$ cat src/source/uce_settings.svh
`ifndef UCE_SETTINGS_SVH
`define UCE_SETTINGS_SVH

// physical address bits
`define UCE_PADDR_WIDTH 32

// one block is also one fill beat
`define UCE_BLOCK_WIDTH 128

// uncached data width
`define UCE_DWORD_WIDTH 64

// cache geometry
`define UCE_SETS 8
`define UCE_ASSOC 2

`define UCE_LCE_ID_WIDTH 4

// memory commands allowed in flight
`define UCE_MAX_CREDITS 4

`endif

$ cat src/source/uce_pkg.sv
`include "uce_settings.svh"

package uce_pkg;

  // derived field widths
  localparam int offset_width = $clog2(`UCE_BLOCK_WIDTH / 8);
  localparam int index_width = $clog2(`UCE_SETS);
  localparam int way_width = (`UCE_ASSOC > 1) ? $clog2(`UCE_ASSOC) : 1;
  localparam int tag_width = `UCE_PADDR_WIDTH - index_width - offset_width;

  // size code of a whole block, log2 of its bytes
  localparam logic [2:0] block_msg_size = 3'(offset_width);

  typedef logic [`UCE_PADDR_WIDTH-1:0] paddr_t;
  typedef logic [`UCE_BLOCK_WIDTH-1:0] block_t;
  typedef logic [`UCE_DWORD_WIDTH-1:0] dword_t;
  typedef logic [index_width-1:0] index_t;
  typedef logic [way_width-1:0] way_t;
  typedef logic [tag_width-1:0] tag_t;
  typedef logic [`UCE_LCE_ID_WIDTH-1:0] lce_id_t;
  typedef logic [$clog2(`UCE_MAX_CREDITS+1)-1:0] credit_t;

  typedef enum logic [1:0] {e_miss_load, e_miss_store, e_uc_load, e_uc_store} cache_req_type_e;

  typedef struct packed {
    cache_req_type_e msg_type;
    paddr_t addr;
    logic [2:0] size;
    dword_t data;
  } cache_req_s;

  typedef struct packed {
    way_t repl_way;
    logic dirty;
  } cache_metadata_s;

  typedef enum logic [1:0] {e_tag_clear, e_tag_read, e_tag_set_tag} tag_op_e;
  typedef enum logic [1:0] {e_data_read, e_data_write, e_data_uncached} data_op_e;
  typedef enum logic [0:0] {e_stat_clear, e_stat_clear_dirty} stat_op_e;

  typedef struct packed {
    tag_op_e opcode;
    index_t index;
    way_t way;
    tag_t tag;
  } tag_mem_pkt_s;

  typedef struct packed {
    data_op_e opcode;
    index_t index;
    way_t way;
    block_t data;
  } data_mem_pkt_s;

  typedef struct packed {
    stat_op_e opcode;
    index_t index;
    way_t way;
  } stat_mem_pkt_s;

  typedef enum logic [1:0] {e_mem_rd, e_mem_wr, e_mem_uc_rd, e_mem_uc_wr} mem_msg_type_e;

  // shared by memory commands and responses
  typedef struct packed {
    mem_msg_type_e msg_type;
    paddr_t addr;
    logic [2:0] size;
    lce_id_t lce_id;
    way_t way;
    block_t data;
  } mem_msg_s;

  typedef enum logic [2:0] {
    e_reset,
    e_clear,
    e_ready,
    e_send,
    e_evict,
    e_fill_wait,
    e_writeback,
    e_uc_wait
  } uce_state_e;

endpackage

$ cat src/source/uce_request_latch.sv
`timescale 1ns/1ns

module uce_request_latch
  import uce_pkg::*;
(
  input  logic            clk_i,
  input  logic            reset_i,
  input  cache_req_s      cache_req_i,
  input  cache_metadata_s cache_metadata_i,
  input  logic            cache_metadata_v_i,
  input  logic            accept_i,
  input  logic            complete_i,
  output cache_req_s      req_o,
  output cache_metadata_s metadata_o,
  output logic            metadata_v_o
);

  cache_req_s req_r;
  cache_metadata_s metadata_r;
  logic metadata_v_r;
  logic req_v_r;

  always_ff @(posedge clk_i)
  begin
    if (accept_i)
      req_r <= cache_req_i;
    if (cache_metadata_v_i)
      metadata_r <= cache_metadata_i;
  end

  // metadata may arrive in the accept cycle, so a set wins over the clear
  always_ff @(posedge clk_i)
  begin
    if (reset_i)
    begin
      metadata_v_r <= 1'b0;
      req_v_r <= 1'b0;
    end
    else
    begin
      if (cache_metadata_v_i)
        metadata_v_r <= 1'b1;
      else if (accept_i)
        metadata_v_r <= 1'b0;

      if (accept_i)
        req_v_r <= 1'b1;
      else if (complete_i)
        req_v_r <= 1'b0;
    end
  end

  assign req_o = req_r;
  assign metadata_o = metadata_r;
  assign metadata_v_o = metadata_v_r;

  a_no_accept_on_complete: assert property (@(posedge clk_i) disable iff (reset_i)
    !(accept_i && complete_i));

  // a completion always belongs to an earlier accepted request
  a_complete_after_accept: assert property (@(posedge clk_i) disable iff (reset_i)
    complete_i |-> req_v_r);

endmodule

$ cat src/source/uce_credit_counter.sv
`timescale 1ns/1ns

`include "uce_settings.svh"

module uce_credit_counter
  import uce_pkg::*;
(
  input  logic clk_i,
  input  logic reset_i,
  input  logic cmd_sent_i,
  input  logic resp_consumed_i,
  output logic full_o,
  output logic empty_o
);

  localparam credit_t max_credits = credit_t'(`UCE_MAX_CREDITS);

  credit_t count_r;

  always_ff @(posedge clk_i)
  begin
    if (reset_i)
      count_r <= '0;
    else if (cmd_sent_i && !resp_consumed_i)
      count_r <= count_r + credit_t'(1);
    else if (resp_consumed_i && !cmd_sent_i)
      count_r <= count_r - credit_t'(1);
  end

  assign full_o = (count_r == max_credits);
  assign empty_o = (count_r == '0);

  a_no_overflow: assert property (@(posedge clk_i) disable iff (reset_i)
    (cmd_sent_i && !resp_consumed_i) |-> (count_r != max_credits));

  // a response without a command in flight means a stray memory reply
  a_no_underflow: assert property (@(posedge clk_i) disable iff (reset_i)
    (resp_consumed_i && !cmd_sent_i) |-> (count_r != '0));

endmodule

$ cat src/source/uce_dirty_capture.sv
`timescale 1ns/1ns

module uce_dirty_capture
  import uce_pkg::*;
(
  input  logic   clk_i,
  input  logic   reset_i,
  input  logic   evict_i,
  input  block_t data_mem_i,
  input  tag_t   tag_mem_i,
  output block_t victim_data_o,
  output tag_t   victim_tag_o,
  output logic   victim_v_o
);

  logic evict_r;
  logic victim_v_r;
  block_t victim_data_r;
  tag_t victim_tag_r;

  // read data from the cache memories shows up one cycle after the read
  always_ff @(posedge clk_i)
  begin
    if (reset_i)
    begin
      evict_r <= 1'b0;
      victim_v_r <= 1'b0;
    end
    else
    begin
      evict_r <= evict_i;
      if (evict_i)
        victim_v_r <= 1'b0;
      else if (evict_r)
        victim_v_r <= 1'b1;
    end
  end

  always_ff @(posedge clk_i)
  begin
    if (evict_r)
    begin
      victim_data_r <= data_mem_i;
      victim_tag_r <= tag_mem_i;
    end
  end

  assign victim_data_o = victim_data_r;
  assign victim_tag_o = victim_tag_r;
  assign victim_v_o = victim_v_r;

endmodule

$ cat src/source/uce_control.sv
`timescale 1ns/1ns

`include "uce_settings.svh"

module uce_control
  import uce_pkg::*;
(
  input  logic            clk_i,
  input  logic            reset_i,
  input  lce_id_t         lce_id_i,

  input  cache_req_s      cache_req_i,
  input  logic            cache_req_v_i,
  output logic            cache_req_yumi_o,
  output logic            cache_req_busy_o,
  output logic            cache_req_complete_o,

  input  cache_req_s      held_req_i,
  input  cache_metadata_s held_metadata_i,
  input  logic            held_metadata_v_i,
  output logic            accept_o,

  output logic            evict_o,
  input  block_t          victim_data_i,
  input  tag_t            victim_tag_i,
  input  logic            victim_v_i,

  input  logic            credits_full_i,

  output tag_mem_pkt_s    tag_mem_pkt_o,
  output logic            tag_mem_pkt_v_o,
  output data_mem_pkt_s   data_mem_pkt_o,
  output logic            data_mem_pkt_v_o,
  output stat_mem_pkt_s   stat_mem_pkt_o,
  output logic            stat_mem_pkt_v_o,

  output mem_msg_s        mem_cmd_o,
  output logic            mem_cmd_v_o,
  input  logic            mem_cmd_ready_i,
  input  mem_msg_s        mem_resp_i,
  input  logic            mem_resp_v_i,
  output logic            mem_resp_yumi_o
);

  localparam int dwords_per_block = $bits(block_t) / $bits(dword_t);

  uce_state_e state_r, state_n;
  index_t clear_index_r;
  logic resp_yumi_lo;

  wire uc_store_li = (cache_req_i.msg_type == e_uc_store);
  wire held_miss = held_req_i.msg_type inside {e_miss_load, e_miss_store};
  wire load_resp_v = mem_resp_v_i && mem_resp_i.msg_type inside {e_mem_rd, e_mem_uc_rd};
  wire store_resp_v = mem_resp_v_i && mem_resp_i.msg_type inside {e_mem_wr, e_mem_uc_wr};

  wire index_t req_index = held_req_i.addr[offset_width +: index_width];
  wire index_t resp_index = mem_resp_i.addr[offset_width +: index_width];
  wire tag_t resp_tag = mem_resp_i.addr[offset_width + index_width +: tag_width];

  // write acks are drained in any state
  assign mem_resp_yumi_o = resp_yumi_lo || store_resp_v;
  assign cache_req_busy_o = (state_r == e_reset) || (state_r == e_clear) || credits_full_i;
  assign accept_o = cache_req_yumi_o;

  always_comb
  begin
    state_n = state_r;
    cache_req_yumi_o = 1'b0;
    cache_req_complete_o = 1'b0;
    evict_o = 1'b0;
    resp_yumi_lo = 1'b0;
    tag_mem_pkt_o = '0;
    tag_mem_pkt_v_o = 1'b0;
    data_mem_pkt_o = '0;
    data_mem_pkt_v_o = 1'b0;
    stat_mem_pkt_o = '0;
    stat_mem_pkt_v_o = 1'b0;
    mem_cmd_o = '0;
    mem_cmd_o.lce_id = lce_id_i;
    mem_cmd_v_o = 1'b0;

    unique case (state_r)
      e_reset:
        state_n = e_clear;
      e_clear:
      begin
        tag_mem_pkt_o.opcode = e_tag_clear;
        tag_mem_pkt_o.index = clear_index_r;
        tag_mem_pkt_v_o = 1'b1;
        stat_mem_pkt_o.opcode = e_stat_clear;
        stat_mem_pkt_o.index = clear_index_r;
        stat_mem_pkt_v_o = 1'b1;
        if (clear_index_r == index_t'(`UCE_SETS - 1))
          state_n = e_ready;
      end
      e_ready:
      begin
        // only a store needs the memory port right now
        cache_req_yumi_o = cache_req_v_i && !credits_full_i && (mem_cmd_ready_i || !uc_store_li);
        if (uc_store_li)
        begin
          mem_cmd_o.msg_type = e_mem_uc_wr;
          mem_cmd_o.addr = cache_req_i.addr;
          mem_cmd_o.size = cache_req_i.size;
          mem_cmd_o.data = block_t'(cache_req_i.data);
          mem_cmd_v_o = cache_req_yumi_o;
        end
        else if (cache_req_yumi_o)
          state_n = e_send;
      end
      e_send:
      begin
        if (held_miss)
        begin
          mem_cmd_o.msg_type = e_mem_rd;
          mem_cmd_o.addr = {held_req_i.addr[`UCE_PADDR_WIDTH-1:offset_width], {offset_width{1'b0}}};
          mem_cmd_o.size = block_msg_size;
          mem_cmd_o.way = held_metadata_i.repl_way;
          mem_cmd_v_o = mem_cmd_ready_i && held_metadata_v_i;
          if (mem_cmd_v_o)
            state_n = held_metadata_i.dirty ? e_evict : e_fill_wait;
        end
        else
        begin
          mem_cmd_o.msg_type = e_mem_uc_rd;
          mem_cmd_o.addr = held_req_i.addr;
          mem_cmd_o.size = held_req_i.size;
          mem_cmd_v_o = mem_cmd_ready_i;
          if (mem_cmd_v_o)
            state_n = e_uc_wait;
        end
      end
      e_evict:
      begin
        data_mem_pkt_o.opcode = e_data_read;
        data_mem_pkt_o.index = req_index;
        data_mem_pkt_o.way = held_metadata_i.repl_way;
        data_mem_pkt_v_o = 1'b1;
        tag_mem_pkt_o.opcode = e_tag_read;
        tag_mem_pkt_o.index = req_index;
        tag_mem_pkt_o.way = held_metadata_i.repl_way;
        tag_mem_pkt_v_o = 1'b1;
        stat_mem_pkt_o.opcode = e_stat_clear_dirty;
        stat_mem_pkt_o.index = req_index;
        stat_mem_pkt_o.way = held_metadata_i.repl_way;
        stat_mem_pkt_v_o = 1'b1;
        evict_o = 1'b1;
        state_n = e_fill_wait;
      end
      e_fill_wait:
      begin
        // set tag fills the line as modified, no coherence traffic follows
        tag_mem_pkt_o.opcode = e_tag_set_tag;
        tag_mem_pkt_o.index = resp_index;
        tag_mem_pkt_o.way = mem_resp_i.way;
        tag_mem_pkt_o.tag = resp_tag;
        tag_mem_pkt_v_o = load_resp_v;
        data_mem_pkt_o.opcode = e_data_write;
        data_mem_pkt_o.index = resp_index;
        data_mem_pkt_o.way = mem_resp_i.way;
        data_mem_pkt_o.data = mem_resp_i.data;
        data_mem_pkt_v_o = load_resp_v;
        resp_yumi_lo = load_resp_v;
        cache_req_complete_o = load_resp_v;
        if (load_resp_v)
          state_n = held_metadata_i.dirty ? e_writeback : e_ready;
      end
      e_writeback:
      begin
        mem_cmd_o.msg_type = e_mem_wr;
        mem_cmd_o.addr = {victim_tag_i, req_index, {offset_width{1'b0}}};
        mem_cmd_o.size = block_msg_size;
        mem_cmd_o.way = held_metadata_i.repl_way;
        mem_cmd_o.data = victim_data_i;
        mem_cmd_v_o = mem_cmd_ready_i && victim_v_i;
        if (mem_cmd_v_o)
          state_n = e_ready;
      end
      e_uc_wait:
      begin
        data_mem_pkt_o.opcode = e_data_uncached;
        data_mem_pkt_o.data = {dwords_per_block{mem_resp_i.data[0 +: $bits(dword_t)]}};
        data_mem_pkt_v_o = load_resp_v;
        resp_yumi_lo = load_resp_v;
        cache_req_complete_o = load_resp_v;
        if (load_resp_v)
          state_n = e_ready;
      end
      default:
        state_n = e_reset;
    endcase
  end

  always_ff @(posedge clk_i)
  begin
    if (reset_i)
    begin
      state_r <= e_reset;
      clear_index_r <= '0;
    end
    else
    begin
      state_r <= state_n;
      if (state_r == e_clear)
        clear_index_r <= clear_index_r + index_t'(1);
    end
  end

  a_cmd_needs_ready: assert property (@(posedge clk_i) disable iff (reset_i)
    mem_cmd_v_o |-> mem_cmd_ready_i);

endmodule

$ cat src/source/uce.sv
`timescale 1ns/1ns

module uce
  import uce_pkg::*;
(
  input  logic            clk_i,
  input  logic            reset_i,
  input  lce_id_t         lce_id_i,

  input  cache_req_s      cache_req_i,
  input  logic            cache_req_v_i,
  output logic            cache_req_yumi_o,
  output logic            cache_req_busy_o,
  input  cache_metadata_s cache_metadata_i,
  input  logic            cache_metadata_v_i,
  output logic            cache_req_complete_o,
  output logic            cache_req_credits_full_o,
  output logic            cache_req_credits_empty_o,

  output tag_mem_pkt_s    tag_mem_pkt_o,
  output logic            tag_mem_pkt_v_o,
  input  tag_t            tag_mem_i,
  output data_mem_pkt_s   data_mem_pkt_o,
  output logic            data_mem_pkt_v_o,
  input  block_t          data_mem_i,
  output stat_mem_pkt_s   stat_mem_pkt_o,
  output logic            stat_mem_pkt_v_o,

  output mem_msg_s        mem_cmd_o,
  output logic            mem_cmd_v_o,
  input  logic            mem_cmd_ready_i,
  input  mem_msg_s        mem_resp_i,
  input  logic            mem_resp_v_i,
  output logic            mem_resp_yumi_o
);

  cache_req_s held_req;
  cache_metadata_s held_metadata;
  logic held_metadata_v;
  logic accept;
  logic evict;
  block_t victim_data;
  tag_t victim_tag;
  logic victim_v;

  uce_control control_inst (
    .clk_i                (clk_i),
    .reset_i              (reset_i),
    .lce_id_i             (lce_id_i),
    .cache_req_i          (cache_req_i),
    .cache_req_v_i        (cache_req_v_i),
    .cache_req_yumi_o     (cache_req_yumi_o),
    .cache_req_busy_o     (cache_req_busy_o),
    .cache_req_complete_o (cache_req_complete_o),
    .held_req_i           (held_req),
    .held_metadata_i      (held_metadata),
    .held_metadata_v_i    (held_metadata_v),
    .accept_o             (accept),
    .evict_o              (evict),
    .victim_data_i        (victim_data),
    .victim_tag_i         (victim_tag),
    .victim_v_i           (victim_v),
    .credits_full_i       (cache_req_credits_full_o),
    .tag_mem_pkt_o        (tag_mem_pkt_o),
    .tag_mem_pkt_v_o      (tag_mem_pkt_v_o),
    .data_mem_pkt_o       (data_mem_pkt_o),
    .data_mem_pkt_v_o     (data_mem_pkt_v_o),
    .stat_mem_pkt_o       (stat_mem_pkt_o),
    .stat_mem_pkt_v_o     (stat_mem_pkt_v_o),
    .mem_cmd_o            (mem_cmd_o),
    .mem_cmd_v_o          (mem_cmd_v_o),
    .mem_cmd_ready_i      (mem_cmd_ready_i),
    .mem_resp_i           (mem_resp_i),
    .mem_resp_v_i         (mem_resp_v_i),
    .mem_resp_yumi_o      (mem_resp_yumi_o)
  );

  uce_request_latch request_latch_inst (
    .clk_i              (clk_i),
    .reset_i            (reset_i),
    .cache_req_i        (cache_req_i),
    .cache_metadata_i   (cache_metadata_i),
    .cache_metadata_v_i (cache_metadata_v_i),
    .accept_i           (accept),
    .complete_i         (cache_req_complete_o),
    .req_o              (held_req),
    .metadata_o         (held_metadata),
    .metadata_v_o       (held_metadata_v)
  );

  uce_credit_counter credit_counter_inst (
    .clk_i           (clk_i),
    .reset_i         (reset_i),
    .cmd_sent_i      (mem_cmd_v_o),
    .resp_consumed_i (mem_resp_yumi_o),
    .full_o          (cache_req_credits_full_o),
    .empty_o         (cache_req_credits_empty_o)
  );

  uce_dirty_capture dirty_capture_inst (
    .clk_i         (clk_i),
    .reset_i       (reset_i),
    .evict_i       (evict),
    .data_mem_i    (data_mem_i),
    .tag_mem_i     (tag_mem_i),
    .victim_data_o (victim_data),
    .victim_tag_o  (victim_tag),
    .victim_v_o    (victim_v)
  );

endmodule

$ cat config.mk
export PLATFORM = sky130hd
export DESIGN_NAME = uce
export DESIGN_NICKNAME = d
export VERILOG_FILES = /design/src/source/uce_pkg.sv /design/src/source/uce_request_latch.sv /design/src/source/uce_credit_counter.sv /design/src/source/uce_dirty_capture.sv /design/src/source/uce_control.sv /design/src/source/uce.sv
export VERILOG_INCLUDE_DIRS = /design/src /design/src/source
export SDC_FILE = /design/constraint.sdc
export NUM_CORES = 1
export LEC_CHECK = 0
export BUFFER_PORTS_ARGS = -buffer_cell sky130_fd_sc_hd__clkbuf_2
export CAP_MARGIN = 20
export CORE_AREA = 2 2 302 304
export DETAILED_ROUTE_END_ITERATION = 6
export DIE_AREA = 0 0 304 306
export SLEW_MARGIN = 20
export SYNTH_ARGS = -nofsm -noshare
export SYNTH_HDL_FRONTEND = slang
export SYNTH_SLANG_ARGS = --single-unit
$ cat constraint.sdc
create_clock -name clk_i -period 11.4 [get_ports clk_i]
set_input_delay 1.14 -clock clk_i [delete_from_list [all_inputs] [get_ports clk_i]]
set_output_delay 1.14 -clock clk_i [all_outputs]
set_load 0.1 [all_outputs]
==> tab_implementation.tex, run 1 <==
\begin{tabular}{lr}
\hline
Metric & Value \\
\hline
\multicolumn{2}{l}{\textbf{Synth}} \\
Cell area after technology mapping & 0.00986 sq mm \\
Fraction of the mapped netlist area in compound gates & 0.117 \\
Sequential share of the synthesized area & 0.606 \\
Fraction of synthesized cell area in xor and xnor cells & 0.00266 \\
Synthesis warning total & 0 \\
Simple logic cell fraction of the synthesized area & 0.151 \\
Post-Syn Area per Cell & 12.3 sq um \\
Cell type with the highest aggregate area in the netlist & edfxtp\_1 \\
Async set-or-reset flop fraction in the synthesized netlist & 0 \\
Synth area leaders & edfxtp\_1, a22o\_1, mux2i\_1 \\
Syn\_nets & 1239 \\
Fraction of the mapped netlist area in adder cells & 0.00583 \\
Cells after synthesis & 799 \\
EDFF count, synth & 191 \\
Post-synth top flop & edfxtp\_1 \\
Main combinational cell family by area after synthesis & simple AND/OR/NAND/NOR gates \\
Post-synthesis cell type count & 44 \\
Area share of the largest cell type after synthesis & 0.581 \\
Post-synthesis sequential element count & 203 \\
Fraction of synthesized area in multiplexers & 0.0694 \\
\multicolumn{2}{l}{\textbf{Worst setup path}} \\
Cell type with the highest occurrence count on the critical path & buf\_4 \\
Sequence of cells on the critical path & buf\_4 > nor3b\_2 > and2\_4 > buf\_4 > a222oi\_1 > inv\_1 > clkbuf\_2 \\
Biggest cell delay along the critical path & 830 ps \\
Data arrival time at the worst-slack endpoint & 4710 ps \\
Family with the most delay on the worst path & buffers and inverters \\
Slowest cell on crit path & buf\_4 \\
Required time at the endpoint of the critical path & 10260 ps \\
Buffering stage count on the worst path with inverters included & 4 \\
Startpoint kind of the worst setup timing path & register \\
Endpoint kind of the worst setup timing path & output pin \\
Biggest fanout along the worst timing path & 76 \\
CP Class & reg2out \\
\multicolumn{2}{l}{\textbf{Clocking}} \\
CTS clk-pin slew, worst paths & 60 ps \\
Clock tree from TritonCTS & built \\
Post-CTS repair timing setup buffer count & 0 \\
Root Buffer & clkbuf\_16 \\
Clock Latency Late Sink & 590 ps \\
Number of clock sinks seen by CTS & 203 \\
CTS max path bufs & 3 \\
CTS hold repair buffers & 0 \\
Inserted Clock Buffers & 27 \\
Level count of the clock H-tree & 1 \\
Cells resized by post-CTS repair & 0 \\
\multicolumn{2}{l}{\textbf{STA}} \\
Setup clock skew after layout & 32.8 ps \\
Final Slew Violations & 0 \\
Achievable clock frequency & 0.171 GHz \\
Worst slew margin relative to its limit & 0.330 \\
Unrepaired setup endpoints after global routing & false \\
Period utilisation layout & 0.513 \\
Shortest period the worst path allows & 5850 ps \\
Final hold violations & 0 \\
Fin Setup TNS & 0 ps \\
Actual transition at the worst max-transition pin & 1010 ps \\
Count of final setup violators & 0 \\
\multicolumn{2}{l}{\textbf{Global route}} \\
Largest net degree at the start of global routing & 87 \\
Initial antenna violation count & 44 \\
Wire length of the first global-routing pass & 84100 microns \\
Sum of overflow across all layers after global routing & 0 \\
Vias in the first global route & 9691 \\
GRT Overall Usage & 0.132 \\
\multicolumn{2}{l}{\textbf{Routing}} \\
Routed vias/inst & 3.61 \\
Detailed Route Iter0 Violations & 529 \\
Number of routed nets with antenna violations & 0 \\
Average wire length per cell after detail routing & 23.6 microns \\
First-pass iteration count of the detailed router & 7 \\
DR vias & 9863 \\
Total DRC errors in the routed layout & 0 \\
Final Routed Wirelength & 64300 microns \\
\multicolumn{2}{l}{\textbf{Place}} \\
Global placement routability congestion & 0.859 \\
Number of input and output port buffers inserted & 765 \\
Detailed placer's ending HPWL & 53800 microns \\
Placed Cells incl. Taps & 2672 \\
Cell Area, Placed & 0.0149 sq mm \\
\multicolumn{2}{l}{\textbf{Floorplan}} \\
Die span in y & 306 microns \\
Starting density of the core & 0.110 \\
Core Box Area & 0.0896 sq mm \\
Total Die Area & 0.0930 sq mm \\
Io pins & 786 \\
Rows & 110 \\
Die span in x & 304 microns \\
\multicolumn{2}{l}{\textbf{Finish}} \\
Fillers & 10000 \\
Multi-input combinational cell area & 0.00343 sq mm \\
Total area of sequential cells & 0.00599 sq mm \\
Post-route cell area & 0.0158 sq mm \\
Layout Nets & 1965 \\
Finished Layout Cells & 2730 \\
Fraction of layout instances using a drive strength above 1 & 0.538 \\
Final Core Density & 0.176 \\
Most common library cell in the layout ignoring fill and taps & clkbuf\_2 \\
Most used cells in the layout excluding fill and tap cells & clkbuf\_2, edfxtp\_1, and3\_1 \\
Area growth from synthesis to layout & 59.9\% \\
\multicolumn{2}{l}{\textbf{Power and ir drop}} \\
Combinational group share of total power & 0.131 \\
Total power of the final layout & 1.90 mW \\
Sequential share of power & 0.436 \\
Internal Dissipation & 1.38 mW \\
Total net switching power & 0.518 mW \\
Clk pwr share & 0.434 \\
Power density over cell area & 120 mW/mm\^{}2 \\
VDD IR-drop max & 0.0983 mV \\
Switching share of power & 0.272 \\
Static Leak & 7.40 nW \\
\multicolumn{2}{l}{\textbf{Worst hold path}} \\
Class of the most critical hold timing path & reg2reg \\
\multicolumn{2}{l}{\textbf{Status}} \\
Status & finished, final reports clean \\
\multicolumn{2}{l}{\textbf{Job}} \\
Max-cap viol count & 0 \\
\hline
\end{tabular}
power by group through the flow:
stage                     logic [mW]  clock network, mW  registers, mW
final                          0.249              0.824          0.828
after detailed placement       0.252                  0          0.843
after floorplan                0.126                  0          0.842
after global placement         0.250                  0          0.843
after CTS                      0.253              0.859          0.828
after global routing           0.269              0.883          0.829
worst register-to-register path, stage by stage, from the launching register on:
cell and delay [ps]:
dfxtp_4 700, buf_4 870, nor3b_2 370, and2_4 400, a222oi_1 160, nor2b_1 220, ha_1 200, inv_1 60
fa_1 420, xor2_1 150, or3_1 300, a21oi_1 140
state kept, by name, indices dropped and copies added, names as in the netlist:
| register | count |
|---|---|
| dirty_capture_inst.victim_data_o | 128 |
| request_latch_inst.req_o | 36 |
| dirty_capture_inst.victim_tag_o | 25 |
| control_inst.clear_index_r | 3 |
| control_inst.state_r | 3 |
| credit_counter_inst.count_r | 3 |
| request_latch_inst.metadata_o | 2 |
| dirty_capture_inst.evict_r | 1 |
| dirty_capture_inst.victim_v_o | 1 |
| request_latch_inst.metadata_v_o | 1 |
worst paths after layout:
kind / from / slack, ps / endpoint / cells after the start
worst max-delay path: control_inst.state_r[1] / 5550 / mem_cmd_o[158] / 7
worst max register to register: control_inst.state_r[1] / 7330 / credit_counter_inst.count_r[2] / 11
worst min register to register: request_latch_inst.metadata_v_o / 490 / control_inst.state_r[1] / 1
worst min-delay path: request_latch_inst.metadata_v_o / 490 / control_inst.state_r[1] / 1
final cells by class:
type / instances / area share
clock inverter: 13 / 0.00864
antenna: 11 / 0.00174
inverter: 31 / 0.00738
timing repair buffer: 776 / 0.248
sequential: 203 / 0.379
multi-input combinational: 486 / 0.217
clock buffer: 34 / 0.0445
tap: 1176 / 0.0933
kinds of logic (layout without fill, tap and decap cells):
kind of cell,after synthesis,in the layout
flops,203,203
other cells,0,11
buf+inv,110,854
compound gates,137,137
xor+xnor,3,3
simple gates,274,274
mux,68,68
fa+ha+maj,4,4
Yosys cell counts, types with 2 or more instances:
master	count
nor3_1	4
mux2_2	3
o21a_1	2
nand2b_1	7
mux2i_1	65
a222oi_1	26
xor2_1	2
clkbuf_1	38
edfxtp_1	191
o21ai_0	6
ha_1	3
buf_2	27
or2_2	3
nor2_1	77
and3_1	91
nor2b_1	4
inv_1	31
buf_4	5
dfxtp_1	12
buf_1	7
and2_1	68
a22o_1	76
nand2_1	15
a21oi_1	15
buf_6	2
layer usage:
layer / vias to the layer above / GRT usage / wire length [microns]
li1: 4463 / - / -
met1: 4672 / 0.152 / 25100
met2: 595 / 0.234 / 32000
met3: 123 / 0.0395 / 5220
met4: 10 / 0.0389 / 1930
met5: - / 0 / 58
through the flow:
| step | setup slack (ps) | hold WS, ps |
|---|---|---|
| floorplan | 6650 | 440 |
| global placement | 6110 | 456 |
| detailed placement | 6110 | 471 |
| CTS | 5450 | 488 |
| global route | 5270 | 520 |
| finish | 5550 | 488 |
Note: power is estimated with default switching activity, not from simulation.
==> inputs of run 2 (changes only) <==
Settings changed: CORE_AREA 2 2 302 304 to 2 2 304 306, DIE_AREA 0 0 304 306 to 0 0 306 308.
Clock period 11.4 ns to 6 ns, I/O delays scaled along.
==> run 2 against run 1 <==
  * The run now ends with design-rule violations left
  * Cell area up 0.38%
  * Sequential share of layout area down 0.13 points
  * Total power up 92%
  * Die area up 1.3%
  * Critical path depth down 1
  * Global-route usage up 0.55 points
  * Core utilization down 0.20 points
  * First-iteration DRC count up 20%
  * Setup slack worse by 4000 ps
  * Via count up 0.95%
  * Critical path type unchanged
==> tab_implementation.tex, run 2 (synthesis gave the netlist of run 1 again) <==
\begin{tabular}{lr}
\hline
Metric & Value \\
\hline
\multicolumn{2}{l}{\textbf{Status}} \\
Status & finished, violations left \\
Violations in the final reports & design-rule violations \\
\multicolumn{2}{l}{\textbf{STA}} \\
Final hold violations & 0 (unchanged) \\
Unrepaired setup endpoints after global routing & false \\
Final Slew Violations & 0 (unchanged) \\
Final setup margin & 1560 ps (-3990 ps) \\
Actual transition at the worst max-transition pin & 1100 ps (+90.3 ps) \\
Fin Setup TNS & 0 ps (unchanged) \\
Shortest period the worst path allows & 4440 ps \\
Achievable clock frequency & 0.225 GHz \\
Count of final setup violators & 0 (unchanged) \\
Period utilisation layout & 0.740 \\
Worst slew margin relative to its limit & 0.270 (-0.0602) \\
Setup clock skew after layout & 17.3 ps (-15.5 ps) \\
\multicolumn{2}{l}{\textbf{Routing}} \\
Number of routed nets with antenna violations & 0 (unchanged) \\
Total DRC errors in the routed layout & 4 (+4) \\
First-pass iteration count of the detailed router & 7 (unchanged) \\
Routed vias/inst & 3.64 (+0.62\%) \\
DR vias & 9957 (+0.95\%) \\
Detailed Route Iter0 Violations & 637 (+20\%) \\
Final Routed Wirelength & 68500 microns (+6.4\%) \\
Average wire length per cell after detail routing & 25.0 microns (+6.1\%) \\
\multicolumn{2}{l}{\textbf{Clocking}} \\
Clock Latency Late Sink & 590 ps (about the same) \\
Root Buffer & clkbuf\_16 \\
Inserted Clock Buffers & 27 (unchanged) \\
CTS clk-pin slew, worst paths & 60 ps (about the same) \\
Level count of the clock H-tree & 1 (unchanged) \\
CTS hold repair buffers & 0 (unchanged) \\
Post-CTS repair timing setup buffer count & 0 (unchanged) \\
Number of clock sinks seen by CTS & 203 (unchanged) \\
CTS max path bufs & 3 (unchanged) \\
Cells resized by post-CTS repair & 0 (unchanged) \\
Clock tree from TritonCTS & built \\
\multicolumn{2}{l}{\textbf{Place}} \\
Placement Setup Slack & 2110 ps (-4000 ps) \\
Number of input and output port buffers inserted & 765 (unchanged) \\
Detailed placer's ending HPWL & 57700 microns (+7.4\%) \\
Global placement routability congestion & 0.839 (-2.4\%) \\
Cell Area, Placed & 0.0150 sq mm (+0.37\%) \\
\multicolumn{2}{l}{\textbf{Power and ir drop}} \\
Clk pwr share & 0.441 (+0.007) \\
Power density over cell area & 231 mW/mm\^{}2 (+92\%) \\
Combinational group share of total power & 0.121 (-0.010) \\
Static Leak & 7.43 nW (+0.35\%) \\
Switching share of power & 0.279 (+0.00625) \\
Sequential share of power & 0.438 (+0.002) \\
VDD IR-drop max & 0.199 mV (+100\%) \\
Total power of the final layout & 3.65 mW (+92\%) \\
Total net switching power & 1.02 mW (+97\%) \\
Internal Dissipation & 2.64 mW (+91\%) \\
\multicolumn{2}{l}{\textbf{Worst hold path}} \\
Class of the most critical hold timing path & in2reg \\
\multicolumn{2}{l}{\textbf{Global route}} \\
Vias in the first global route & 9482 (-2.2\%) \\
Wire length of the first global-routing pass & 87300 microns (+3.8\%) \\
GRT Overall Usage & 0.137 (+0.00551) \\
Sum of overflow across all layers after global routing & 0 (unchanged) \\
Initial antenna violation count & 47 (+6.8\%) \\
Largest net degree at the start of global routing & 135 (+55\%) \\
\multicolumn{2}{l}{\textbf{Finish}} \\
Layout Nets & 1967 (+0.10\%) \\
Most used cells in the layout excluding fill and tap cells & clkbuf\_2, edfxtp\_1, and3\_1 \\
Fillers & 10200 (+1.6\%) \\
Max FFs per register & 128 (unchanged) \\
Total area of sequential cells & 0.00599 sq mm (about the same) \\
Fraction of layout instances using a drive strength above 1 & 0.539 (+0.00119) \\
Post-route cell area & 0.0158 sq mm (+0.38\%) \\
Most common library cell in the layout ignoring fill and taps & clkbuf\_2 \\
Multi-input combinational cell area & 0.00343 sq mm (unchanged) \\
Area growth from synthesis to layout & 60.6\% \\
\multicolumn{2}{l}{\textbf{Floorplan}} \\
Starting density of the core & 0.108 (-0.00166) \\
Die span in y & 308 microns (+0.65\%) \\
Io pins & 786 (unchanged) \\
Die span in x & 306 microns (+0.66\%) \\
Rows & 111 (+0.91\%) \\
Core Box Area & 0.0910 sq mm (+1.5\%) \\
Total Die Area & 0.0942 sq mm (+1.3\%) \\
\multicolumn{2}{l}{\textbf{Worst setup path}} \\
End of the critical path & mem\_cmd\_o[27] \\
CP startpoint & control\_inst.state\_r[1] \\
Required time at the endpoint of the critical path & 5400 ps (-4860 ps) \\
Endpoint kind of the worst setup timing path & output pin \\
Biggest fanout along the worst timing path & 64 (-16\%) \\
Startpoint kind of the worst setup timing path & register \\
Endpoint of the worst register-to-register path & credit\_counter\_inst.count\_r[2] \\
Cells on worst reg2reg path & 11 (unchanged) \\
Data arrival time at the worst-slack endpoint & 3840 ps (-870 ps) \\
Worst-case register-to-register setup slack & 2220 ps (-5110 ps) \\
CP Class & reg2out \\
R2R Path Start & control\_inst.state\_r[1] \\
\multicolumn{2}{l}{\textbf{Job}} \\
Max-cap viol count & 0 (unchanged) \\
\hline
\end{tabular}
[run 2: cell types whose count changed in the layout (fill, tap and decap cells not counted), sizes merged]
cell,before,now
diode,11,6
clkbuf,799,796
clkinv,8,10
buf,11,13
inv,33,36
[run 2: layout make-up]
| class | instances | share of cell area |
|---|---|---|
| tap | 1186 | 0.0937 |
| multi-input combinational | 486 | 0.216 |
| clock inverter | 18 | 0.0104 |
| clock buffer | 31 | 0.0436 |
| timing repair buffer | 778 | 0.249 |
| sequential | 203 | 0.378 |
| antenna | 6 | 0.000948 |
| inverter | 31 | 0.00735 |
[run 2: worst min path at each step]
stage	from	end	slack, ps	depth (start not counted)
final	tag_mem_i[0]	dirty_capture_inst.victim_tag_o[0]	180	1
after detailed placement	request_latch_inst.metadata_v_o	control_inst.state_r[1]	470	1
after global placement	request_latch_inst.metadata_v_o	control_inst.state_r[1]	460	1
after CTS	tag_mem_i[5]	dirty_capture_inst.victim_tag_o[5]	120	1
after global routing	data_mem_i[3]	dirty_capture_inst.victim_data_o[3]	150	1
after floorplan	request_latch_inst.metadata_v_o	control_inst.state_r[1]	440	1
[run 2: critical path, cell delays in order, from the launching register on]
cell and delay, ps:
dfxtp_4 340, buf_4 590, nor3b_2 370, and2_4 680, buf_4 380, a22o_1 210
clkbuf_2 470
[run 2: through the flow]
stage          utilization  std cells  hold WS (ps)
2_1_floorplan            -        799           440
3_3_place_gp         0.165       2684           462
3_5_place_dp         0.165       2684           474
4_1_cts              0.174       2733           120
5_1_grt              0.174       2736           146
6_report             0.174       2739           179
[run 2: power groups by stage]
stage | Clock (mW) | Sequential [mW] | Combinational [mW]
2_1_floorplan | 0 | 1.60 | 0.240
3_3_place_gp | 0 | 1.63 | 0.441
3_5_place_dp | 0 | 1.63 | 0.449
4_1_cts | 1.69 | 1.60 | 0.450
5_1_grt | 1.73 | 1.60 | 0.479
6_report | 1.61 | 1.60 | 0.443
[run 2: layer usage]
metal | track usage | up-vias | wire length [microns]
met5 | 0 | - | 84
met4 | 0.0417 | 14 | 2340
met3 | 0.0432 | 143 | 5680
met2 | 0.248 | 619 | 34500
met1 | 0.153 | 4723 | 25900
li1 | - | 4458 | -
